$ cat src/verilog/simt_consts.svh
`ifndef SIMT_CONSTS_SVH
`define SIMT_CONSTS_SVH

// Core geometry
`define SIMT_WARPS 4
`define SIMT_THREADS 4

// Datapath word width
`define SIMT_DATA_WIDTH 32

// Registers held by every thread for every warp
`define SIMT_NUM_REGS 16

// Memory address widths
`define SIMT_IMEM_AW 8
`define SIMT_DMEM_AW 8

// Enough bits to name any warp
`define SIMT_WARP_IDX_W 2

`endif

$ cat src/verilog/simt_pkg.sv
package simt_pkg;

    `include "simt_consts.svh"

    typedef enum logic [3:0] {
        OP_NOP   = 4'd0,
        OP_ADD   = 4'd1,
        OP_SUB   = 4'd2,
        OP_AND   = 4'd3,
        OP_OR    = 4'd4,
        OP_XOR   = 4'd5,
        OP_SLL   = 4'd6,
        OP_ADDI  = 4'd7,
        OP_STORE = 4'd8,
        OP_HALT  = 4'd9
    } opcode_t;

    typedef enum logic [2:0] {
        WARP_IDLE,
        WARP_FETCH,
        WARP_DECODE,
        WARP_EXECUTE,
        WARP_DONE
    } warp_state_t;

    // Instruction word as it sits in instruction memory
    typedef struct packed {
        opcode_t     opcode;
        logic [3:0]  rd;
        logic [3:0]  rs1;
        logic [3:0]  rs2;
        logic [15:0] imm;
    } instr_t;

    // Decoded instruction broadcast to all lanes
    typedef struct packed {
        logic                              valid;
        logic [`SIMT_WARP_IDX_W-1:0]       warp;
        opcode_t                           opcode;
        logic [3:0]                        rd;
        logic [3:0]                        rs1;
        logic [3:0]                        rs2;
        logic [`SIMT_DATA_WIDTH-1:0]       imm;
    } issue_t;

    typedef struct packed {
        logic [`SIMT_DMEM_AW-1:0]    addr;
        logic [`SIMT_DATA_WIDTH-1:0] data;
    } store_req_t;

    // num_warps runs from 1 up to the full warp count
    typedef struct packed {
        logic [`SIMT_IMEM_AW-1:0]  base_pc;
        logic [`SIMT_WARP_IDX_W:0] num_warps;
    } core_config_t;

    typedef struct packed {
        logic                     valid;
        logic [`SIMT_IMEM_AW-1:0] addr;
    } imem_req_t;

    typedef struct packed {
        logic                        valid;
        logic [`SIMT_DMEM_AW-1:0]    addr;
        logic [`SIMT_DATA_WIDTH-1:0] data;
    } dmem_write_t;

endpackage

$ cat src/verilog/store_drain.sv
`timescale 1ns/1ps

`include "simt_consts.svh"

module store_drain (
    input  logic                  clk,
    input  logic                  reset,
    input  simt_pkg::issue_t      issue,
    input  simt_pkg::store_req_t  lane_reqs [`SIMT_THREADS],
    input  logic                  dmem_ready,
    output simt_pkg::dmem_write_t dmem_write,
    output logic                  drain_busy
);

    localparam int THREADS = `SIMT_THREADS;
    localparam int IDX_W = (THREADS > 1) ? $clog2(THREADS) : 1;

    // Captured writes of one warp
    simt_pkg::store_req_t reqs_q [THREADS];

    logic [IDX_W-1:0] lane_idx;
    logic             capture;
    logic             write_fire;
    logic             last_lane;

    assign capture    = issue.valid && (issue.opcode == simt_pkg::OP_STORE);
    assign write_fire = drain_busy && dmem_ready;
    assign last_lane  = (lane_idx == IDX_W'(THREADS - 1));

    always_ff @(posedge clk) begin
        if (capture) begin
            for (int i = 0; i < THREADS; i++) begin
                reqs_q[i] <= lane_reqs[i];
            end
        end
    end

    // Scheduler never issues a store while busy
    always_ff @(posedge clk) begin
        if (reset) begin
            drain_busy <= 1'b0;
            lane_idx <= '0;
        end else if (capture) begin
            drain_busy <= 1'b1;
            lane_idx <= '0;
        end else if (write_fire) begin
            if (last_lane) begin
                drain_busy <= 1'b0;
                lane_idx <= '0;
            end else begin
                lane_idx <= lane_idx + 1'b1;
            end
        end
    end

    always_comb begin
        dmem_write.valid = drain_busy;
        dmem_write.addr  = reqs_q[lane_idx].addr;
        dmem_write.data  = reqs_q[lane_idx].data;
    end

    // Write held steady until the memory takes it
    dmem_write_stable: assert property (
        @(posedge clk) disable iff (reset)
        dmem_write.valid && !dmem_ready |=> $stable(dmem_write)
    );

endmodule

$ cat config.mk
export PLATFORM = sky130hd
export DESIGN_NAME = store_drain
export DESIGN_NICKNAME = d
export VERILOG_FILES = /design/src/verilog/simt_pkg.sv /design/src/verilog/store_drain.sv
export VERILOG_INCLUDE_DIRS = /design/src /design/src/verilog
export SDC_FILE = /design/constraint.sdc
export NUM_CORES = 1
export LEC_CHECK = 0
export ABC_AREA = 1
export BUFFER_PORTS_ARGS = -buffer_cell sky130_fd_sc_hd__buf_2
export CORE_UTILIZATION = 53
export CTS_BUF_LIST = sky130_fd_sc_hd__clkbuf_8 sky130_fd_sc_hd__clkbuf_16
export CTS_CLUSTER_DIAMETER = 30
export DETAILED_ROUTE_END_ITERATION = 10
export PLACE_DENSITY = 0.95
export SLEW_MARGIN = 20
export SYNTH_ARGS = -nofsm -noshare
export SYNTH_HDL_FRONTEND = slang
export SYNTH_SLANG_ARGS = --single-unit
$ cat constraint.sdc
create_clock -name clk -period 10.65 [get_ports clk]
set_input_delay 1.065 -clock clk [delete_from_list [all_inputs] [get_ports clk]]
set_output_delay 1.065 -clock clk [all_outputs]
set_load 0.005 [all_outputs]
* Yosys cells after proc, flatten, opt, wreduce, memory -nomap -nowiden
Memories as Yosys holds them, arrays and structs flattened. A register that Yosys moved wholly into a read port is not among the register bits.
Cells that the tools add are included.
** Cells by class
- Add/sub/neg operators :: 1
- Equal/unequal tests :: 2
- Muxes and demuxes :: 8
- Reductions and logical operators :: 6
** Operators with widths (number)
- 2-to-1 mux 2 bit :: 3
- 2-to-1 mux 1 bit :: 5
- == test 4 bit (second input constant) :: 1
- nonzero test 2 bit :: 2
- adder 2 x 1 -> 2 bit (second input constant) :: 1
- == test 2 bit (second input constant) :: 1
- logical AND 1 bit :: 2
- AND reduction 2 bit :: 1
- OR reduction 2 bit :: 1
** Word-level totals
- Flip-flop bits (word level) :: 3
- RAM bits :: 160
- Input port bits :: 214
- Output and inout port bits :: 42
- Word-level logic and storage cells :: 20
- Memories kept :: 1
** Memories
- reqs_q :: depth 4, bits a word 40, rd ports 1, clocked after Yosys merged registers in 1, write ports 4, RTL line store_drain.sv:19 : simt_pkg::store_req_t reqs_q [THREADS];

* Longest topological paths before layout
- Depth in word-level cells :: 4
- Gate-level depth with buffers :: 6
- Depth with buffers taken out :: 6

* Worst setup path before layout
No wires, ideal clock.
- Path type :: input-to-reg
- Start point :: input port issue[45] (netlist bit)
- End point :: memory reqs_q[0][0] (netlist bit), enable pin
- Setup time :: 0.512 ns
- Arrival :: 4.369 ns
- Required time :: 10.138 ns
- Path slack :: 5.769 ns
- Stages on the path :: 3
- Buffers on the path :: 0
- Path through :: nor2_1 nand3_1 inv_1
** RTL lines
- from (decl) :: RTL line store_drain.sv:8 : input simt_pkg::issue_t issue,
- to (decl) :: RTL line store_drain.sv:19

==> impl_metrics.xml <==
<?xml version="1.0" encoding="UTF-8"?>
<metrics>
  <group name="global_route">
    <metric name="grt_util_all_layers" unit="">0.2060</metric>
    <metric name="number_of_antenna_violations_at_the_first_check_in_global_routing" unit="">0</metric>
    <metric name="grt_pass1_wl" unit="mm">19.93</metric>
    <metric name="largest_net_degree_at_the_start_of_global_routing" unit="">95</metric>
    <metric name="vias_in_the_first_global_route" unit="">4285</metric>
    <metric name="globalRoute.totalOverflow" unit="">0</metric>
  </group>
  <group name="clocking">
    <metric name="tritoncts.num_buffers" unit="">17</metric>
    <metric name="cts_max_level" unit="">4</metric>
    <metric name="clock_net_sink_count" unit="">165</metric>
    <metric name="clock-root-buffer" unit="">sky130_fd_sc_hd__clkbuf_16</metric>
    <metric name="clock_latency_at_the_later_pin_of_the_worst_skew_pair" unit="ns">0.42</metric>
    <metric name="path_clk_slew" unit="ns">0.06</metric>
    <metric name="clk_path_buf_depth" unit="">2</metric>
    <metric name="cts_repair_resize_count" unit="">0</metric>
    <metric name="cts.repair_timing.setup_buffer_count" unit="">0</metric>
    <metric name="tritoncts_clock_tree" unit="">built</metric>
    <metric name="cts-hold-fix-buffers" unit="">0</metric>
  </group>
  <group name="power">
    <metric name="sw_frac_of_total" unit="">0.2020</metric>
    <metric name="switchingPower" unit="uW">278.3</metric>
    <metric name="pwr-share-seq" unit="">0.530</metric>
    <metric name="p_total" unit="mW">1.378</metric>
    <metric name="ir_drop" unit="mV">0.1162</metric>
    <metric name="p_leak" unit="nW">3.404</metric>
    <metric name="p_int" unit="mW">1.099</metric>
    <metric name="p_comb_frac" unit="">0.037</metric>
    <metric name="powerDensity" unit="nW/um^2">162.2</metric>
    <metric name="clock_power_share" unit="">0.434</metric>
  </group>
  <group name="synthesis">
    <metric name="synthMostInstantiatedCell" unit="">sky130_fd_sc_hd__edfxtp_1</metric>
    <metric name="synth_top_flop_cell" unit="">sky130_fd_sc_hd__edfxtp_1</metric>
    <metric name="yosysTopAreaCellShare" unit="">0.7032</metric>
    <metric name="yosysSeqAreaShare" unit="">0.7178</metric>
    <metric name="synth-async-reset-ratio" unit="">0</metric>
    <metric name="yosysTopAreaCell" unit="">sky130_fd_sc_hd__edfxtp_1</metric>
    <metric name="avgSynthCellArea" unit="sq um">13.72</metric>
    <metric name="synthesis.instances" unit="">498</metric>
    <metric name="synth.area.top_cells" unit="">sky130_fd_sc_hd__edfxtp_1 (70%), sky130_fd_sc_hd__o211ai_2 (7.3%), sky130_fd_sc_hd__inv_1 (4.8%)</metric>
    <metric name="syn-num-nets" unit="">713</metric>
    <metric name="number_of_flops_mapped_to_enable_cells_by_yosys" unit="">160</metric>
    <metric name="synth-warning-count" unit="">0</metric>
    <metric name="mappedNetlistArea" unit="sq um">6833</metric>
    <metric name="synth_seq_cells" unit="">165</metric>
    <metric name="synthDistinctLibCells" unit="">17</metric>
    <metric name="ys_top_cells_by_count" unit="">sky130_fd_sc_hd__edfxtp_1 (160), sky130_fd_sc_hd__inv_1 (87), sky130_fd_sc_hd__nand2_1 (48)</metric>
  </group>
  <group name="timing">
    <metric name="max-slew-margin-rel" unit="">0.2862</metric>
    <metric name="timing_hold_violations_final" unit="">0</metric>
    <metric name="timing.final.crit_period" unit="ns">4.019</metric>
    <metric name="tightestPinTransition" unit="ns">1.071</metric>
    <metric name="timing_max_transition_violations_final" unit="">0</metric>
    <metric name="setup_total_negative_slack" unit="ns">0</metric>
    <metric name="min_period_over_period" unit="">0.3773</metric>
    <metric name="clock-skew-final" unit="ns">0.002205</metric>
    <metric name="rsz0062_at_grt" unit="">no</metric>
    <metric name="max_freq" unit="MHz">248.8</metric>
    <metric name="setup_viol_count_final" unit="">0</metric>
  </group>
  <group name="critical_path">
    <metric name="critical_path_class" unit="">register to primary output</metric>
    <metric name="worst_ep_required_time" unit="ns">9.59</metric>
    <metric name="critical_path.endpoint_type" unit="">primary output</metric>
    <metric name="critPathBufInv" unit="">2</metric>
    <metric name="critical-path-top-delay-family" unit="">flip-flops</metric>
    <metric name="cp.arrival" unit="ns">2.95</metric>
    <metric name="highest_net_fanout_along_the_worst_path" unit="">86</metric>
    <metric name="crit_path_top_delay_cell" unit="">sky130_fd_sc_hd__dfxtp_4</metric>
    <metric name="crit_path_start_kind" unit="">register</metric>
    <metric name="worst_path_largest_cell_delay" unit="ns">1.03</metric>
    <metric name="worst_path_cell_trace" unit="">buf_4 -&gt; a21oi_1 -&gt; o21ai_0 -&gt; nand2_1 -&gt; buf_2</metric>
  </group>
  <group name="job">
    <metric name="drv.max_cap_violation_count" unit="">0</metric>
  </group>
  <group name="floorplanning">
    <metric name="ios" unit="">256</metric>
    <metric name="core_region_area" unit="sq um">12620</metric>
    <metric name="die_height" unit="microns">115.5</metric>
    <metric name="floorplan.die.width" unit="microns">115.5</metric>
    <metric name="fp.dieArea" unit="sq um">13350</metric>
    <metric name="floorplan.rows" unit="">41</metric>
    <metric name="floorplan.initialDensity" unit="">0.5414</metric>
  </group>
  <group name="routing">
    <metric name="wl_per_cell" unit="microns">15.28</metric>
    <metric name="via_count" unit="">4334</metric>
    <metric name="drt.antenna.violating_nets" unit="">0</metric>
    <metric name="drt_pre_antenna_iters" unit="">4</metric>
    <metric name="detailedRoute.firstIterationViolations" unit="">352</metric>
    <metric name="wl" unit="mm">13.53</metric>
    <metric name="vias_per_cell" unit="">4.892</metric>
    <metric name="remaining_drc_errors" unit="">0</metric>
  </group>
  <group name="cells_and_area">
    <metric name="design.final.nets" unit="">916</metric>
    <metric name="antenna_cells_inserted" unit="">0</metric>
    <metric name="drive_gt1_frac" unit="">0.4538</metric>
    <metric name="layout-area-overhead-vs-synth" unit="%">24.28</metric>
  </group>
  <group name="placed_design">
    <metric name="numPortBuffers" unit="">209</metric>
    <metric name="hpwl" unit="mm">9.039</metric>
    <metric name="finalWeightedCongestion" unit="">0.7214</metric>
  </group>
  <group name="run_status">
    <metric name="status" unit="">completed</metric>
  </group>
  <group name="hold_path">
    <metric name="worstHoldPathType" unit="">register to register</metric>
  </group>
</metrics>
## layout by cell type, fill, tap and decap left out
cell type / count
sky130_fd_sc_hd__buf_2: 209
sky130_fd_sc_hd__edfxtp_1: 160
sky130_fd_sc_hd__inv_1: 87
sky130_fd_sc_hd__nand2_1: 48
sky130_fd_sc_hd__a21oi_1: 42
sky130_fd_sc_hd__nand2_2: 40
sky130_fd_sc_hd__o211ai_2: 40
sky130_fd_sc_hd__o21ai_0: 39
sky130_fd_sc_hd__clkbuf_16: 17
sky130_fd_sc_hd__inv_6: 7
sky130_fd_sc_hd__nor2_1: 5
sky130_fd_sc_hd__dfxtp_1: 3
sky130_fd_sc_hd__nand3_1: 2
sky130_fd_sc_hd__dfxtp_4: 2
sky130_fd_sc_hd__bufinv_16: 2
sky130_fd_sc_hd__clkinv_1: 2
sky130_fd_sc_hd__clkinvlp_4: 2
sky130_fd_sc_hd__buf_4: 2
sky130_fd_sc_hd__o21ai_1: 1
sky130_fd_sc_hd__ha_1: 1
sky130_fd_sc_hd__clkinv_4: 1
sky130_fd_sc_hd__clkinv_2: 1
sky130_fd_sc_hd__buf_6: 1
## final timing paths
check	depth (start not counted)	from	to	slack, ns
worst max-delay path	5	register	dmem_write[7]	6.63
worst min-delay path	2	drain_busy$_SDFFE_PP0P_	drain_busy$_SDFFE_PP0P_	0.54
worst max register to register	5	lane_idx[0]$_SDFFE_PP0P_	register	9.69
worst min register to register	2	drain_busy$_SDFFE_PP0P_	drain_busy$_SDFFE_PP0P_	0.54
## metal layers
layer	share of wire	vias up	GRT usage
met5	0	-	0
li1	-	2132	-
met3	0.082	32	0.07741
met2	0.54	181	0.3760
met4	0.024	0	0.1013
met1	0.36	1989	0.2048
## worst reg2reg max path: stages (launching register included)
cell and delay [ns]:
sky130_fd_sc_hd__dfxtp_1 0.32, sky130_fd_sc_hd__ha_1 0.27, sky130_fd_sc_hd__nand3_1 0.07, sky130_fd_sc_hd__nand2_1 0.07, sky130_fd_sc_hd__inv_1 0.03, sky130_fd_sc_hd__nor2_1 0.12
## power groups by stage
stage                     Combinational, mW  Sequential (mW)  Clock, mW
after global routing                 0.0558            0.730      0.633
after detailed placement             0.0503            0.744          0
after CTS                            0.0508            0.730      0.607
after global placement               0.0473            0.743          0
after floorplan                      0.0156            0.743          0
final                                0.0504            0.730      0.597
## registers in the layout, indices dropped and copies added (netlist names), named ones only
register    flops
reqs_q        160
lane_idx        2
drain_busy      1
## final cells by class
| class | instances | area (sq um) |
|---|---|---|
| Multi-Input combinational cell | 218 | 1383 |
| Inverter | 87 | 331.6 |
| Sequential cell | 165 | 4912 |
| Tap cell | 172 | 215.2 |
| Clock buffer | 17 | 425.4 |
| Timing Repair Buffer | 212 | 1072 |
| Fill cell | 898 | 4128 |
| Clock inverter | 15 | 152.6 |
## stage by stage
step	util	cell area, sq um	instances	setup slack (ns)	hold slack (ns)
3_5_place_dp	0.6268	7910	854	7.031	0.5380
5_1_grt	0.6729	8492	886	6.380	0.5620
3_3_place_gp	0.6268	7910	854	7.010	0.5081
6_report	0.6729	8492	886	6.631	0.5427
2_1_floorplan	-	6833	498	5.769	0.5024
4_1_cts	0.6726	8488	886	6.555	0.5477
## cell families after synthesis
| kind of cell | after synthesis | share of synthesized area |
|---|---|---|
| flip-flops | 165 | 0.7178 |
| adder cells (fa/ha/maj) | 1 | 0.001831 |
| buffers and inverters | 115 | 0.07984 |
| AND/OR/NAND/NOR | 95 | 0.06720 |
| AO/OA/AOI/OAI | 122 | 0.1333 |
Power figures use the tool's default switching activity.
