## config.mk

```make
export PLATFORM = sky130hd
export DESIGN_NAME = warp_scheduler
export DESIGN_NICKNAME = d
export VERILOG_FILES = /design/src/verilog/simt_pkg.sv /design/src/verilog/warp_scheduler.sv
export VERILOG_INCLUDE_DIRS = /design/src /design/src/verilog
export SDC_FILE = /design/constraint.sdc
export NUM_CORES = 1
export LEC_CHECK = 0
export ABC_AREA = 1
export BUFFER_PORTS_ARGS = -buffer_cell sky130_fd_sc_hd__clkbuf_2
export CAP_MARGIN = 20
export CORE_MARGIN = 2
export CORE_UTILIZATION = 50
export CTS_BUF_LIST = sky130_fd_sc_hd__clkbuf_16
export CTS_CLUSTER_SIZE = 40
export DETAILED_ROUTE_END_ITERATION = 8
export GPL_TIMING_DRIVEN = 0
export HOLD_SLACK_MARGIN = 0.08
export PLACE_DENSITY = 0.74
export SLEW_MARGIN = 15
export SYNTH_ARGS = -nofsm -noshare
export SYNTH_HDL_FRONTEND = slang
export SYNTH_SLANG_ARGS = --single-unit
```

## constraint.sdc

```tcl
create_clock -name clk -period 2.1 [get_ports clk]
set_input_delay 0 -clock clk [delete_from_list [all_inputs] [get_ports clk]]
set_output_delay 0 -clock clk [all_outputs]
set_load 0.005 [all_outputs]
```

## src/verilog/simt_consts.svh

```systemverilog
`ifndef SIMT_CONSTS_SVH
`define SIMT_CONSTS_SVH

// Core geometry
`define SIMT_WARPS 4
`define SIMT_THREADS 4

// Datapath word width
`define SIMT_DATA_WIDTH 32

// Registers held by every thread for every warp
`define SIMT_NUM_REGS 16

// Memory address widths
`define SIMT_IMEM_AW 8
`define SIMT_DMEM_AW 8

// Enough bits to name any warp
`define SIMT_WARP_IDX_W 2

`endif

```

## src/verilog/simt_pkg.sv

```systemverilog
package simt_pkg;

    `include "simt_consts.svh"

    typedef enum logic [3:0] {
        OP_NOP   = 4'd0,
        OP_ADD   = 4'd1,
        OP_SUB   = 4'd2,
        OP_AND   = 4'd3,
        OP_OR    = 4'd4,
        OP_XOR   = 4'd5,
        OP_SLL   = 4'd6,
        OP_ADDI  = 4'd7,
        OP_STORE = 4'd8,
        OP_HALT  = 4'd9
    } opcode_t;

    typedef enum logic [2:0] {
        WARP_IDLE,
        WARP_FETCH,
        WARP_DECODE,
        WARP_EXECUTE,
        WARP_DONE
    } warp_state_t;

    // Instruction word as it sits in instruction memory
    typedef struct packed {
        opcode_t     opcode;
        logic [3:0]  rd;
        logic [3:0]  rs1;
        logic [3:0]  rs2;
        logic [15:0] imm;
    } instr_t;

    // Decoded instruction broadcast to all lanes
    typedef struct packed {
        logic                              valid;
        logic [`SIMT_WARP_IDX_W-1:0]       warp;
        opcode_t                           opcode;
        logic [3:0]                        rd;
        logic [3:0]                        rs1;
        logic [3:0]                        rs2;
        logic [`SIMT_DATA_WIDTH-1:0]       imm;
    } issue_t;

    typedef struct packed {
        logic [`SIMT_DMEM_AW-1:0]    addr;
        logic [`SIMT_DATA_WIDTH-1:0] data;
    } store_req_t;

    // num_warps runs from 1 up to the full warp count
    typedef struct packed {
        logic [`SIMT_IMEM_AW-1:0]  base_pc;
        logic [`SIMT_WARP_IDX_W:0] num_warps;
    } core_config_t;

    typedef struct packed {
        logic                     valid;
        logic [`SIMT_IMEM_AW-1:0] addr;
    } imem_req_t;

    typedef struct packed {
        logic                        valid;
        logic [`SIMT_DMEM_AW-1:0]    addr;
        logic [`SIMT_DATA_WIDTH-1:0] data;
    } dmem_write_t;

endpackage

```

## src/verilog/warp_scheduler.sv

```systemverilog
`timescale 1ns/1ps

`include "simt_consts.svh"

module warp_scheduler (
    input  logic                   clk,
    input  logic                   reset,
    input  logic                   start,
    input  simt_pkg::core_config_t cfg,
    input  logic                   imem_ready,
    input  simt_pkg::instr_t       imem_data,
    input  logic                   drain_busy,
    output simt_pkg::imem_req_t    imem_req,
    output simt_pkg::issue_t       issue,
    output logic                   done
);

    localparam int WARPS = `SIMT_WARPS;
    localparam int IW = `SIMT_WARP_IDX_W;
    localparam int DW = `SIMT_DATA_WIDTH;

    // Per-warp control
    simt_pkg::warp_state_t     warp_state [WARPS];
    logic [`SIMT_IMEM_AW-1:0]  pc [WARPS];

    logic [IW-1:0] cur_warp;
    logic [IW:0]   num_warps_q;
    logic          started;

    // Fetched word and its decoded form for the selected warp
    simt_pkg::instr_t instr_q;
    simt_pkg::issue_t decoded_q;

    simt_pkg::warp_state_t cur_state;
    logic                  fetch_fire;
    logic                  is_store;
    logic                  is_halt;
    logic                  exec_fire;
    logic                  all_done;
    logic [IW-1:0]         next_warp;
    logic [IW-1:0]         cand;
    logic                  next_found;

    assign cur_state = warp_state[cur_warp];

    always_comb begin
        imem_req.valid = (cur_state == simt_pkg::WARP_FETCH);
        imem_req.addr  = pc[cur_warp];
    end

    assign fetch_fire = imem_req.valid && imem_ready;

    assign is_store = (decoded_q.opcode == simt_pkg::OP_STORE);
    assign is_halt  = (decoded_q.opcode == simt_pkg::OP_HALT);

    // A store holds in execute until the drain has room
    assign exec_fire = (cur_state == simt_pkg::WARP_EXECUTE) && !(is_store && drain_busy);

    always_comb begin
        issue = decoded_q;
        issue.valid = exec_fire;
    end

    // Round-robin pick, current warp is checked last
    always_comb begin
        next_warp = cur_warp;
        next_found = 1'b0;
        cand = cur_warp;
        for (int j = 1; j <= WARPS; j++) begin
            cand = IW'(int'(cur_warp) + j);
            if (!next_found) begin
                if (cand == cur_warp) begin
                    if (!is_halt) begin
                        next_found = 1'b1;
                        next_warp = cand;
                    end
                end else if (warp_state[cand] == simt_pkg::WARP_FETCH) begin
                    next_found = 1'b1;
                    next_warp = cand;
                end
            end
        end
    end

    always_comb begin
        all_done = 1'b1;
        for (int i = 0; i < WARPS; i++) begin
            if (i < int'(num_warps_q) && warp_state[i] != simt_pkg::WARP_DONE) begin
                all_done = 1'b0;
            end
        end
    end

    always_ff @(posedge clk) begin
        if (reset) begin
            for (int i = 0; i < WARPS; i++) begin
                warp_state[i] <= simt_pkg::WARP_IDLE;
                pc[i] <= '0;
            end
            cur_warp <= '0;
            num_warps_q <= '0;
            started <= 1'b0;
            done <= 1'b0;
        end else begin
            if (start && !started) begin
                started <= 1'b1;
                num_warps_q <= cfg.num_warps;
                cur_warp <= '0;
                for (int i = 0; i < WARPS; i++) begin
                    if (i < int'(cfg.num_warps)) begin
                        warp_state[i] <= simt_pkg::WARP_FETCH;
                        pc[i] <= cfg.base_pc;
                    end
                end
            end else begin
                case (cur_state)
                    simt_pkg::WARP_FETCH: begin
                        if (imem_ready) begin
                            warp_state[cur_warp] <= simt_pkg::WARP_DECODE;
                        end
                    end
                    simt_pkg::WARP_DECODE: begin
                        warp_state[cur_warp] <= simt_pkg::WARP_EXECUTE;
                    end
                    simt_pkg::WARP_EXECUTE: begin
                        if (exec_fire) begin
                            if (is_halt) begin
                                warp_state[cur_warp] <= simt_pkg::WARP_DONE;
                            end else begin
                                pc[cur_warp] <= pc[cur_warp] + 1'b1;
                                warp_state[cur_warp] <= simt_pkg::WARP_FETCH;
                            end
                            cur_warp <= next_warp;
                        end
                    end
                    default: begin
                    end
                endcase
            end
            // Sticky until reset
            done <= done | (started && all_done && !drain_busy);
        end
    end

    // Instruction capture and decode
    always_ff @(posedge clk) begin
        if (fetch_fire) begin
            instr_q <= imem_data;
        end
        if (cur_state == simt_pkg::WARP_DECODE) begin
            decoded_q.valid  <= 1'b0;
            decoded_q.warp   <= cur_warp;
            decoded_q.opcode <= instr_q.opcode;
            decoded_q.rd     <= instr_q.rd;
            decoded_q.rs1    <= instr_q.rs1;
            decoded_q.rs2    <= instr_q.rs2;
            decoded_q.imm    <= {{(DW-16){instr_q.imm[15]}}, instr_q.imm};
        end
    end

    // Fetch request must not move while the memory stalls
    imem_req_stable: assert property (
        @(posedge clk) disable iff (reset)
        imem_req.valid && !imem_ready |=> $stable(imem_req)
    );

endmodule
```

# Yosys cells after proc, flatten, opt, wreduce, memory -nomap -nowiden
# Memory sizes are Yosys's and may differ from the RTL's. A register that Yosys moved wholly into a read port is not among the register bits.
# Cells that the tools add are included.
# W data, S select, Z words.
[word_totals]
input_bits = 48
wordCells = 163
out_inout_bits = 61
n_memories = 2
register_bits = 73
ramBits = 44
[classes]
order_cmp = 8
bitwise = 12
n_mux = 87
eq_ne = 17
add_sub_neg = 5
n_reduce_logical = 17
[memory_table]
columns = ["name", "depth", "word_bits", "rd", "rd_ports_with_merged_regs", "wr", "line", "rtl"]
rows = [
  ["pc", 4, 8, 1, 1, 4, "warp_scheduler.sv:24", "logic [`SIMT_IMEM_AW-1:0] pc [WARPS];"],
  ["warp_state", 4, 3, 9, 1, 4, "warp_scheduler.sv:23", "simt_pkg::warp_state_t warp_state [WARPS];"],
]
[op_table]
columns = ["op", "n"]
rows = [
  ["$mux W1", 53],
  ["$mux W2", 21],
  ["$mux W8", 5],
  ["$mux W3", 8],
  ["$eq A3 B1 Y1 const B", 5],
  ["$lt A1 B3 Y1 const A", 4],
  ["$lt A2 B3 Y1 const A", 4],
  ["$ne A3 B3 Y1 const B", 4],
  ["$or A1 B1 Y1", 12],
  ["$logic_and A1 B1 Y1", 10],
  ["$add A8 B1 Y8 const B", 1],
  ["$eq A2 B2 Y1", 4],
  ["$eq A4 B4 Y1 const B", 2],
  ["$reduce_or A8 Y1", 1],
  ["$eq A3 B2 Y1 const B", 2],
  ["$add A2 B1 Y2 const B", 2],
  ["$add A2 B2 Y2 const B", 2],
  ["$logic_not A1 Y1", 3],
  ["$reduce_or A3 Y1", 1],
  ["$reduce_and A2 Y1", 1],
  ["$reduce_or A2 Y1", 1],
]

# Depth between registers and ports, before layout
# Gate-level depths: netlist (run 1).
# An unclocked memory read counts as a cell.
[logic_depth]
depth_word = 16
ltp_mapped = 15
depth_no_buf = 13

# Worst setup path before layout (run 1)
# No wires, ideal clock.
[synth_timing]
path_type = "reg2reg"
startpoint = "reg with a tool-made name"
endpoint = "reg decoded_q, in the netlist issue[0] (enable)"
path_slack_ps = 64
setup_ps = 389
n_path_buf = 1
synth_period_minus_slack_ps = 2036
path_stages_with_launch = 10
required_time_ps = 1711
t_arrival_ps = 1648
path_cell_list = "dfxtp_1 > buf_6 > inv_8 > nand2_1 > nand3_1 > nand2_2 > inv_2 > nor2_1 > nand2_1 > inv_1"
[synth_lines]
columns = ["item", "line", "rtl"]
rows = [
  ["end: declaration", "warp_scheduler.sv:32", "simt_pkg::issue_t decoded_q;"],
]

==> results of run 1 <==
-- kinds of logic (layout without fill, tap and decap cells) --
kind of cell	Yosys count	count (layout)	share of synthesized area [%]
compound gates	59	59	6.26
flops	119	119	63.9
fa+ha+maj	5	5	1.15
buf+inv	93	286	8.58
xor+xnor	4	4	1.12
simple gates	214	214	19.0
-- worst min-delay path, cell delays in order --
cell	delay, ns
clkbuf_2	0.09
nor2_1	0.12
nor2_2	0.08
nand3_1	0.06
nand2_1	0.05
-- per-layer routing --
metal  global-route usage [%]  vias up  share of wire (%)
met5                        0        -                  0
met4                     11.0        0                2.7
met3                     8.32       39                9.0
met2                     43.8      225                 52
met1                     27.6     2030                 37
li1                         -     2027                  -
-- cell type report --
type	instances	area [sq um]	share of cell area [%]
flip-flops and latches	119	3480	47.4
multi-input cells	282	1560	21.2
inverters	69	279	3.79
well taps	140	175	2.38
clock buffers	17	425	5.78
clock inverters	13	140	1.91
plain buffers	24	204	2.77
repair buffers	163	1090	14.8
-- how the worst max path moves through the flow --
stage,startpoint,endpoint,slack [ns],cells past startpoint
after floorplan,register,issue[0],0.06,9
after global placement,register,issue[15],-0.30,7
after detailed placement,register,instr_q[21],-0.15,5
after CTS,register,pc[3][6],0.0003,12
after global routing,register,instr_q[21],-0.13,6
final,register,warp_state[2][2],0.03,11
-- cells in the mapped netlist, drive strengths merged --
| cell | number | share of area, % |
|---|---|---|
| nand2 | 131 | 11 |
| edfxtp | 110 | 61 |
| inv | 65 | 4.6 |
| nor2 | 41 | 4.0 |
| nand3 | 32 | 3.1 |
| o21ai | 27 | 2.7 |
| buf | 24 | 3.6 |
| o22ai | 18 | 2.1 |
| a21oi | 9 | 0.83 |
| dfxtp | 9 | 3.3 |
| ha | 5 | 1.1 |
| nor3 | 5 | 0.64 |
| clkinv | 4 | 0.37 |
| nand3b | 3 | 0.41 |
| o211ai | 3 | 0.41 |
| xor2 | 3 | 0.62 |
| nand4 | 2 | 0.23 |
| a31oi | 1 | 0.11 |
| o2111ai | 1 | 0.16 |
| xnor2 | 1 | 0.50 |
-- metrics by stage --
stage	cell area, sq um	hold WS, ns	worst slack, ns	TNS (ns)	util (%)
floorplan	5450	0.0691	0.0639	0	-
global placement	6170	0.177	-0.295	-14.49	57.4
detailed placement	6200	0.179	-0.148	-6.36	57.7
CTS	7250	0.153	0.000308	0	67.5
global route	7360	0.210	-0.134	-5.37	68.5
finish	7360	0.152	0.0280	0	68.5
-- state kept, by name (all words and copies together) (netlist names), named ones only --
register / count
done: 1
cur_warp: 2
issue: 34
pc: 32
started: 1
instr_q: 32
warp_state: 12
num_warps_q: 3
-- power groups by stage --
| stage | Sequential, mW | Clock, mW | Combinational (mW) |
|---|---|---|---|
| after global placement | 2.94 | 0 | 0.729 |
| after detailed placement | 2.95 | 0 | 0.776 |
| after CTS | 2.91 | 2.81 | 0.858 |
| after global routing | 2.93 | 2.94 | 0.984 |
| final | 2.91 | 2.83 | 0.906 |
| after floorplan | 2.94 | 0 | 0.459 |
-- what timing repair did --
item | in CTS | in global routing
setup endpoints to repair | 69 | 84
buffers inserted | 0 | 6
hold endpoints to repair | 74 | 0
pin swaps | 0 | 2
gates cloned | 0 | 1
resized for setup | 7 | 13
hold buffers | 47 | 0
==> out/metrics.cfg, run 1 <==
[sta]
fin_crit_ns=2.07
finalHoldViolations=0
finalMaxSlewViolations=0
finalCritPeriodShare_pct=98.7
slew-limit-headroom_pct=37.3
setup_viol=0
worst_slew_pin_slew_ns=0.934
fin_skew_ns=0.0109
fmax_ghz=0.483
rsz0062_at_grt=true

[power]
power.share.clock_pct=42.5
p_sw_share_pct=24.3
power_switching_mw=1.62
fin_total_pwr_mw=6.64
power_frac_comb_pct=13.6
leakagePower_nw=3.24
p_per_area_nw_per_um2=903
p_int_mw=5.03
power_frac_seq_pct=43.8
ir_worst_vdd_mv=0.841

[worst_setup_path]
reg2reg_depth=11
crit_buf_inv=3
critPathKind=register to register
critical_path.max_fanout=10
cpMaxStageDelayCell=dfxtp_1
end_kind=register
required_ns=2.21
r2r_slack_ns=0.03
crit_family=simple AND/OR/NAND/NOR gates
r2r-end=warp_state[2][2]
slowest_delay_ns=0.36
arrival_ns=2.18
start_kind=register
crit_chain=buf_4 -> nand3_1 -> nand2_2 -> inv_2 -> nor2_1 -> nand2_1 -> nand3_1 -> nand2_2 -> nor2_2 -> inv_2 -> nand2_1

[floorplan]
fp-row-count=38
die_area_sq_um=11800
core_area_sq_um=10700
start_util_pct=50.7
fp.dieW_um=108
io_pins=109
die_y_um=108

[global_route]
grt-ovfl-total=0
grt_antenna_before_repair=0
grt_pass1_wl_um=21600
grt_start_max_net_pins=33
grtUsageTotal_pct=25.0
grt_pass1_vias=4385

[cells_and_area]
drive_above_1_share_pct=33.6
fin_cells=827
fillers=751
layout_common_cells=edfxtp_1, clkbuf_2, nand2_1
nets=729
syn2layout_area_growth_pct=34.9
antenna_cells=0
layout_commonest_cell=edfxtp_1

[place]
placement.io_buffers=108
gp_congestion=0.873
dp_cells=743
hpwlAfterDp_um=8750

[clock_network]
cts.sinks=119
insertion_delay_ns=0.41
cts_made_buffers=17
clkTransAtPathRegs_ns=0.05
clockBufferDepth=2
cts-root-buf=clkbuf_16
cts_max_level=4
tritoncts=built

[logic_synthesis]
synth_area_sq_um=5450
syn_inst=494
yosys_warnings=0
ys_types=35
synth-seq-area-share_pct=63.9
synthesis.nets=547
ys_ff_latch=119
syn_area_per_cell_sq_um=11.0

[hold_path]
hold_path_depth=5
holdCritStartpoint=cfg[2]
min_path_type=input port to register
min_to=pc[1][6]

[detailed_routing]
routed_wl_um=14200
drt_iter0_drc=386
route.detailed.drc=0
vias=4321
firstDrtPassIters=5
wire_per_inst_um=17.1
viasPerCell=5.22
ant_nets=0

[outcome]
status=complete, no violations

[job]
maxCapViolations=0

Power figures use the tool's default switching activity.
==> run 2: changes to the inputs <==
==> constraint.sdc (replaced) <==
create_clock -name clk -period 2.1 [get_ports clk]
set_input_delay 0.42 -clock clk [delete_from_list [all_inputs] [get_ports clk]]
set_output_delay 0.42 -clock clk [all_outputs]
set_load 0.005 [all_outputs]
==> run 2 against run 1 <==
Critical path depth grew 1; sequential power about the same; utilization is 4.5 points lower; first-iteration DRC count is 7.8% lower; cell count fell by 5.6%; sequential share of layout area increased by 3.3 points; register-to-register slack got worse by 0.03 ns; highest routed layer unchanged.
==> out/metrics.cfg, run 2 (same netlist as run 1, synthesis figures left out) <==
[worst_setup_path]
critPathKind=register to register
required_ns=2.26
crit_chain=buf_6 -> buf_4 -> o21ai_1 -> o21ai_2 -> ha_2 -> inv_1 -> nor3_2 -> nand2_1 -> nand2_1 -> nand2_1 -> nand2_1 -> nand2_1
end_kind=register
cpMaxStageDelayCell=dfxtp_2
arrival_ns=2.25
start_kind=register
cpMostUsedCell=nand2_1
slowest_delay_ns=0.34
critical_path.max_fanout=10

[place]
dp_slack_ns=-0.148
gp_congestion=0.873
dp_cells=743
hpwlAfterDp_um=8750
placement.io_buffers=108

[cells_and_area]
syn2layout_area_growth_pct=26.1
layout_commonest_cell=edfxtp_1
layout_common_cells=edfxtp_1, nand2_1, clkbuf_2
drive_above_1_share_pct=36.3
nets=683
antenna_cells=0
largest_register_ffs=34
fin_cells=781

[clock_network]
ctsHoldBuffers=0
tritoncts=built
cts.sinks=119
cts_made_buffers=17
clkTransAtPathRegs_ns=0.05
cts_max_level=4
cts-root-buf=clkbuf_16
insertion_delay_ns=0.41
clockBufferDepth=2

[sta]
worst_slew_pin_slew_ns=0.986
finalMaxSlewViolations=0
fin_crit_ns=2.10
rsz0062_at_grt=true
setup_viol=0
finalHoldViolations=0
slew-limit-headroom_pct=33.8
finalWorstSetupSlack_ns=0.00126
fin_skew_ns=0.00814
finalCritPeriodShare_pct=99.9
fmax_ghz=0.476

[global_route]
grt_pass1_wl_um=19500
grtUsageTotal_pct=22.4
grt_pass1_vias=4080
grt-ovfl-total=0
grt_start_max_net_pins=33
grt_antenna_before_repair=0

[floorplan]
start_util_pct=50.7
core_area_sq_um=10700
io_pins=109
die_area_sq_um=11800
fp-row-count=38
die_y_um=108
fp.dieW_um=108

[detailed_routing]
route.detailed.drc=0
viasPerCell=5.26
ant_nets=0
wire_per_inst_um=16.3
drt_iter0_drc=356
routed_wl_um=12800
vias=4110
firstDrtPassIters=5

[power]
ir_worst_vdd_mv=0.905
p_per_area_nw_per_um2=949
leakagePower_nw=3.05

[outcome]
status=complete, no violations

[job]
maxCapViolations=0

[hold_path]
min_path_type=input port to register

[run 2: power by group]
group | total (mW) | leakage (nW) | switching, mW | internal (mW)
clock | 2.79 | 0.279 | 0.973 | 1.82
combinational | 0.823 | 1.62 | 0.500 | 0.323
sequential | 2.91 | 1.15 | 0.0810 | 2.83
total | 6.52 | 3.05 | 1.55 | 4.97
[run 2: layout make-up]
cell class                      count  area [sq um]
Tap cell                          140           175
Multi-Input combinational cell    282          1540
Fill cell                         835          3870
Clock inverter                     13           140
Buffer                             23           193
Timing Repair Buffer              118           633
Sequential cell                   119          3490
Clock buffer                       17           425
Inverter                           69           279
[run 2: worst paths after layout]
kind,from,endpoint,slack (ns),cells past startpoint
setup / recovery,register,pc[3][6],0.001,12
hold / removal,imem_data[24],instr_q[24],0.19,1
setup reg to reg,register,pc[3][6],0.001,12
hold reg to reg,instr_q[13],issue[13],0.41,0
[run 2: critical path, delay by kind of cell (launching register included)]
kind                       cells  cell delay [ns]
buffers and inverters          3             0.38
adders and majority gates      1             0.24
AOI/OAI and AO/OA              2             0.34
DFF                            1             0.34
and+or+nand+nor                6             0.55
[run 2: timing repair]
item	CTS	global route
pin swaps	2	5
gates cloned	1	0
setup endpoints to repair	70	69
setup buffers	2	6
hold endpoints to repair	0	0
resized for setup	8	7
[run 2: routing by layer]
| metal | global-route usage, % | part of all wire [%] |
|---|---|---|
| met2 | 38.1 | 50 |
| met3 | 7.84 | 9.4 |
| met1 | 25.7 | 38 |
| met4 | 9.25 | 2.4 |
| met5 | 0 | 0 |
[run 2: stage by stage]
| step | utilization (%) | cell area (sq um) | hold slack, ns | power [mW] | setup TNS [ns] |
|---|---|---|---|---|---|
| floorplan | - | 5450 | 0.400 | 3.40 | 0 |
| global placement | 57.4 | 6170 | 0.400 | 3.67 | -14.49 |
| detailed placement | 57.7 | 6200 | 0.405 | 3.73 | -6.36 |
| CTS | 63.3 | 6800 | 0.176 | 6.51 | 0 |
| global route | 64.0 | 6880 | 0.176 | 6.74 | -3.52 |
| finish | 64.0 | 6880 | 0.188 | 6.52 | 0 |
==> run 3: changes to the inputs <==
--- a/config.mk
+++ b/config.mk
@@ -7,6 +7,7 @@
 export NUM_CORES = 1
 export LEC_CHECK = 0
 export ABC_AREA = 1
+export ABC_CLOCK_PERIOD_IN_PS = 1850
 export BUFFER_PORTS_ARGS = -buffer_cell sky130_fd_sc_hd__clkbuf_2
 export CAP_MARGIN = 20
 export CORE_MARGIN = 2
==> constraint.sdc (replaced) <==
create_clock -name clk -period 1.85 [get_ports clk]
set_input_delay 0.37 -clock clk [delete_from_list [all_inputs] [get_ports clk]]
set_output_delay 0.37 -clock clk [all_outputs]
set_load 0.005 [all_outputs]
==> run 3 against run 2 <==
The flow now finishes with violations (setup timing); hold slack worse by 0.059 ns; clock-buffer cell count stayed put; design area is 8.5% higher; die area stayed put; via count is 5.5% higher; setup slack worse by 0.23 ns; largest cell class unchanged; largest power group unchanged.
==> out/metrics.cfg, run 3 (same netlist as run 1, synthesis figures left out) <==
[sta]
fin_skew_ns=0.0115
setup_viol=88
finalMaxSlewViolations=0
tns_ns=-12.26
fin_crit_ns=2.08
finalWorstSetupSlack_ns=-0.227
finalHoldViolations=0
slew-limit-headroom_pct=28.5
worst_slew_pin_slew_ns=1.07
finalCritPeriodShare_pct=112
rsz0062_at_grt=true
fmax_ghz=0.481

[cells_and_area]
largest_register_ffs=34
antenna_cells=0
drive_above_1_share_pct=44.0
nets=707
syn2layout_area_growth_pct=36.8
layout_common_cells=edfxtp_1, clkbuf_2, nand2_1
layout_commonest_cell=edfxtp_1

[clock_network]
cts_max_level=4
tritoncts=built
clkTransAtPathRegs_ns=0.06
cts-root-buf=clkbuf_16
insertion_delay_ns=0.41
ctsHoldBuffers=0
cts_made_buffers=17
clockBufferDepth=2
cts.sinks=119

[place]
gp_congestion=0.843
placement.io_buffers=108
hpwlAfterDp_um=8160
dp_slack_ns=-0.314

[worst_setup_path]
required_ns=2.09
critPathKind=register to register
end_kind=register
start_kind=register
critical_path.max_fanout=8
arrival_ns=2.31

[global_route]
grt-ovfl-total=0
grt_antenna_before_repair=0
grt_pass1_wl_um=19700
grt_start_max_net_pins=33
grtUsageTotal_pct=22.8
grt_pass1_vias=3998

[power]
fin_total_pwr_mw=7.67
leakagePower_nw=3.21
ir_worst_vdd_mv=0.936
p_per_area_nw_per_um2=1030

[floorplan]
die_y_um=108
fp.dieW_um=108
die_area_sq_um=11800
io_pins=109
start_util_pct=50.7
core_area_sq_um=10700
fp-row-count=38

[job]
maxCapViolations=0

[detailed_routing]
drt_iter0_drc=393
wire_per_inst_um=18.1
route.detailed.drc=0
viasPerCell=5.38
vias=4337
firstDrtPassIters=5
routed_wl_um=14600
ant_nets=0

[outcome]
status=finished, violations left
violations=setup timing

[hold_path]
min_path_type=input port to register

==> run 3: cell count changes in the layout (fill, tap and decap cells not counted), sizes merged <==
cell	delta
inv	+6
clkbuf	-1
clkinvlp	+2
buf	+23
clkinv	-5
==> run 3: report_power, final <==
group          switching, mW  internal [mW]  leakage [nW]
logic                  0.690          0.470          1.77
clock network           1.14           2.07         0.289
registers             0.0949           3.21          1.15
==> run 3: final cells by class <==
| type | count | area (sq um) |
|---|---|---|
| fill | 706 | 3290 |
| inverter | 69 | 294 |
| timing repair buffer | 139 | 843 |
| sequential | 119 | 3490 |
| timing repair inverter | 2 | 15.0 |
| clock inverter | 14 | 144 |
| multi-input combinational | 282 | 1860 |
| clock buffer | 17 | 425 |
| tap | 140 | 175 |
| buffer | 24 | 211 |
==> run 3: worst paths after layout <==
kind / from / end / slack [ns] / depth (start not counted)
worst max-delay path: register / pc[0][1] / -0.23 / 15
worst min-delay path: imem_data[18] / instr_q[18] / 0.13 / 1
worst max register to register: register / pc[0][1] / -0.23 / 15
worst min register to register: instr_q[31] / issue[47] / 0.42 / 0
==> run 3: critical path: stages, from the launching register on <==
cell and delay (ns):
dfxtp_2 0.33, buf_6 0.14, inv_8 0.08, nand2_1 0.05
nand3_1 0.08, nand2_2 0.11, inv_2 0.11, nand2_4 0.07
nor2_8 0.08, buf_6 0.11, nand2_4 0.06, nor2_8 0.14
buf_12 0.16, nand2_8 0.09, buf_12 0.15, o22ai_1 0.13
==> run 3: timing repair <==
| action | in CTS | in global routing |
|---|---|---|
| endpoints found under the setup margin | 140 | 168 |
| pin swaps | 9 | 19 |
| gates cloned | 2 | 1 |
| gates resized for setup | 38 | 63 |
| hold endpoints to repair | 0 | 0 |
| setup buffers | 16 | 14 |
==> run 3: stage by stage <==
stage | instances | cell area [sq um] | utilization [%] | hold slack, ns
finish | 806 | 7460 | 69.4 | 0.129
global route | 806 | 7460 | 69.4 | 0.119
CTS | 791 | 7030 | 65.4 | 0.119
detailed placement | 742 | 6180 | 57.5 | 0.405
global placement | 742 | 6180 | 57.5 | 0.400
floorplan | 494 | 5460 | - | 0.400
==> run 3: layer usage <==
layer,wire length [um],share of wire [%],vias up,global-route usage (%)
met5,0,0,-,0
met4,510,3.5,0,9.89
met3,1320,9.1,54,7.90
met2,7390,51,276,38.1
met1,5330,37,2032,26.6
li1,-,-,1975,-
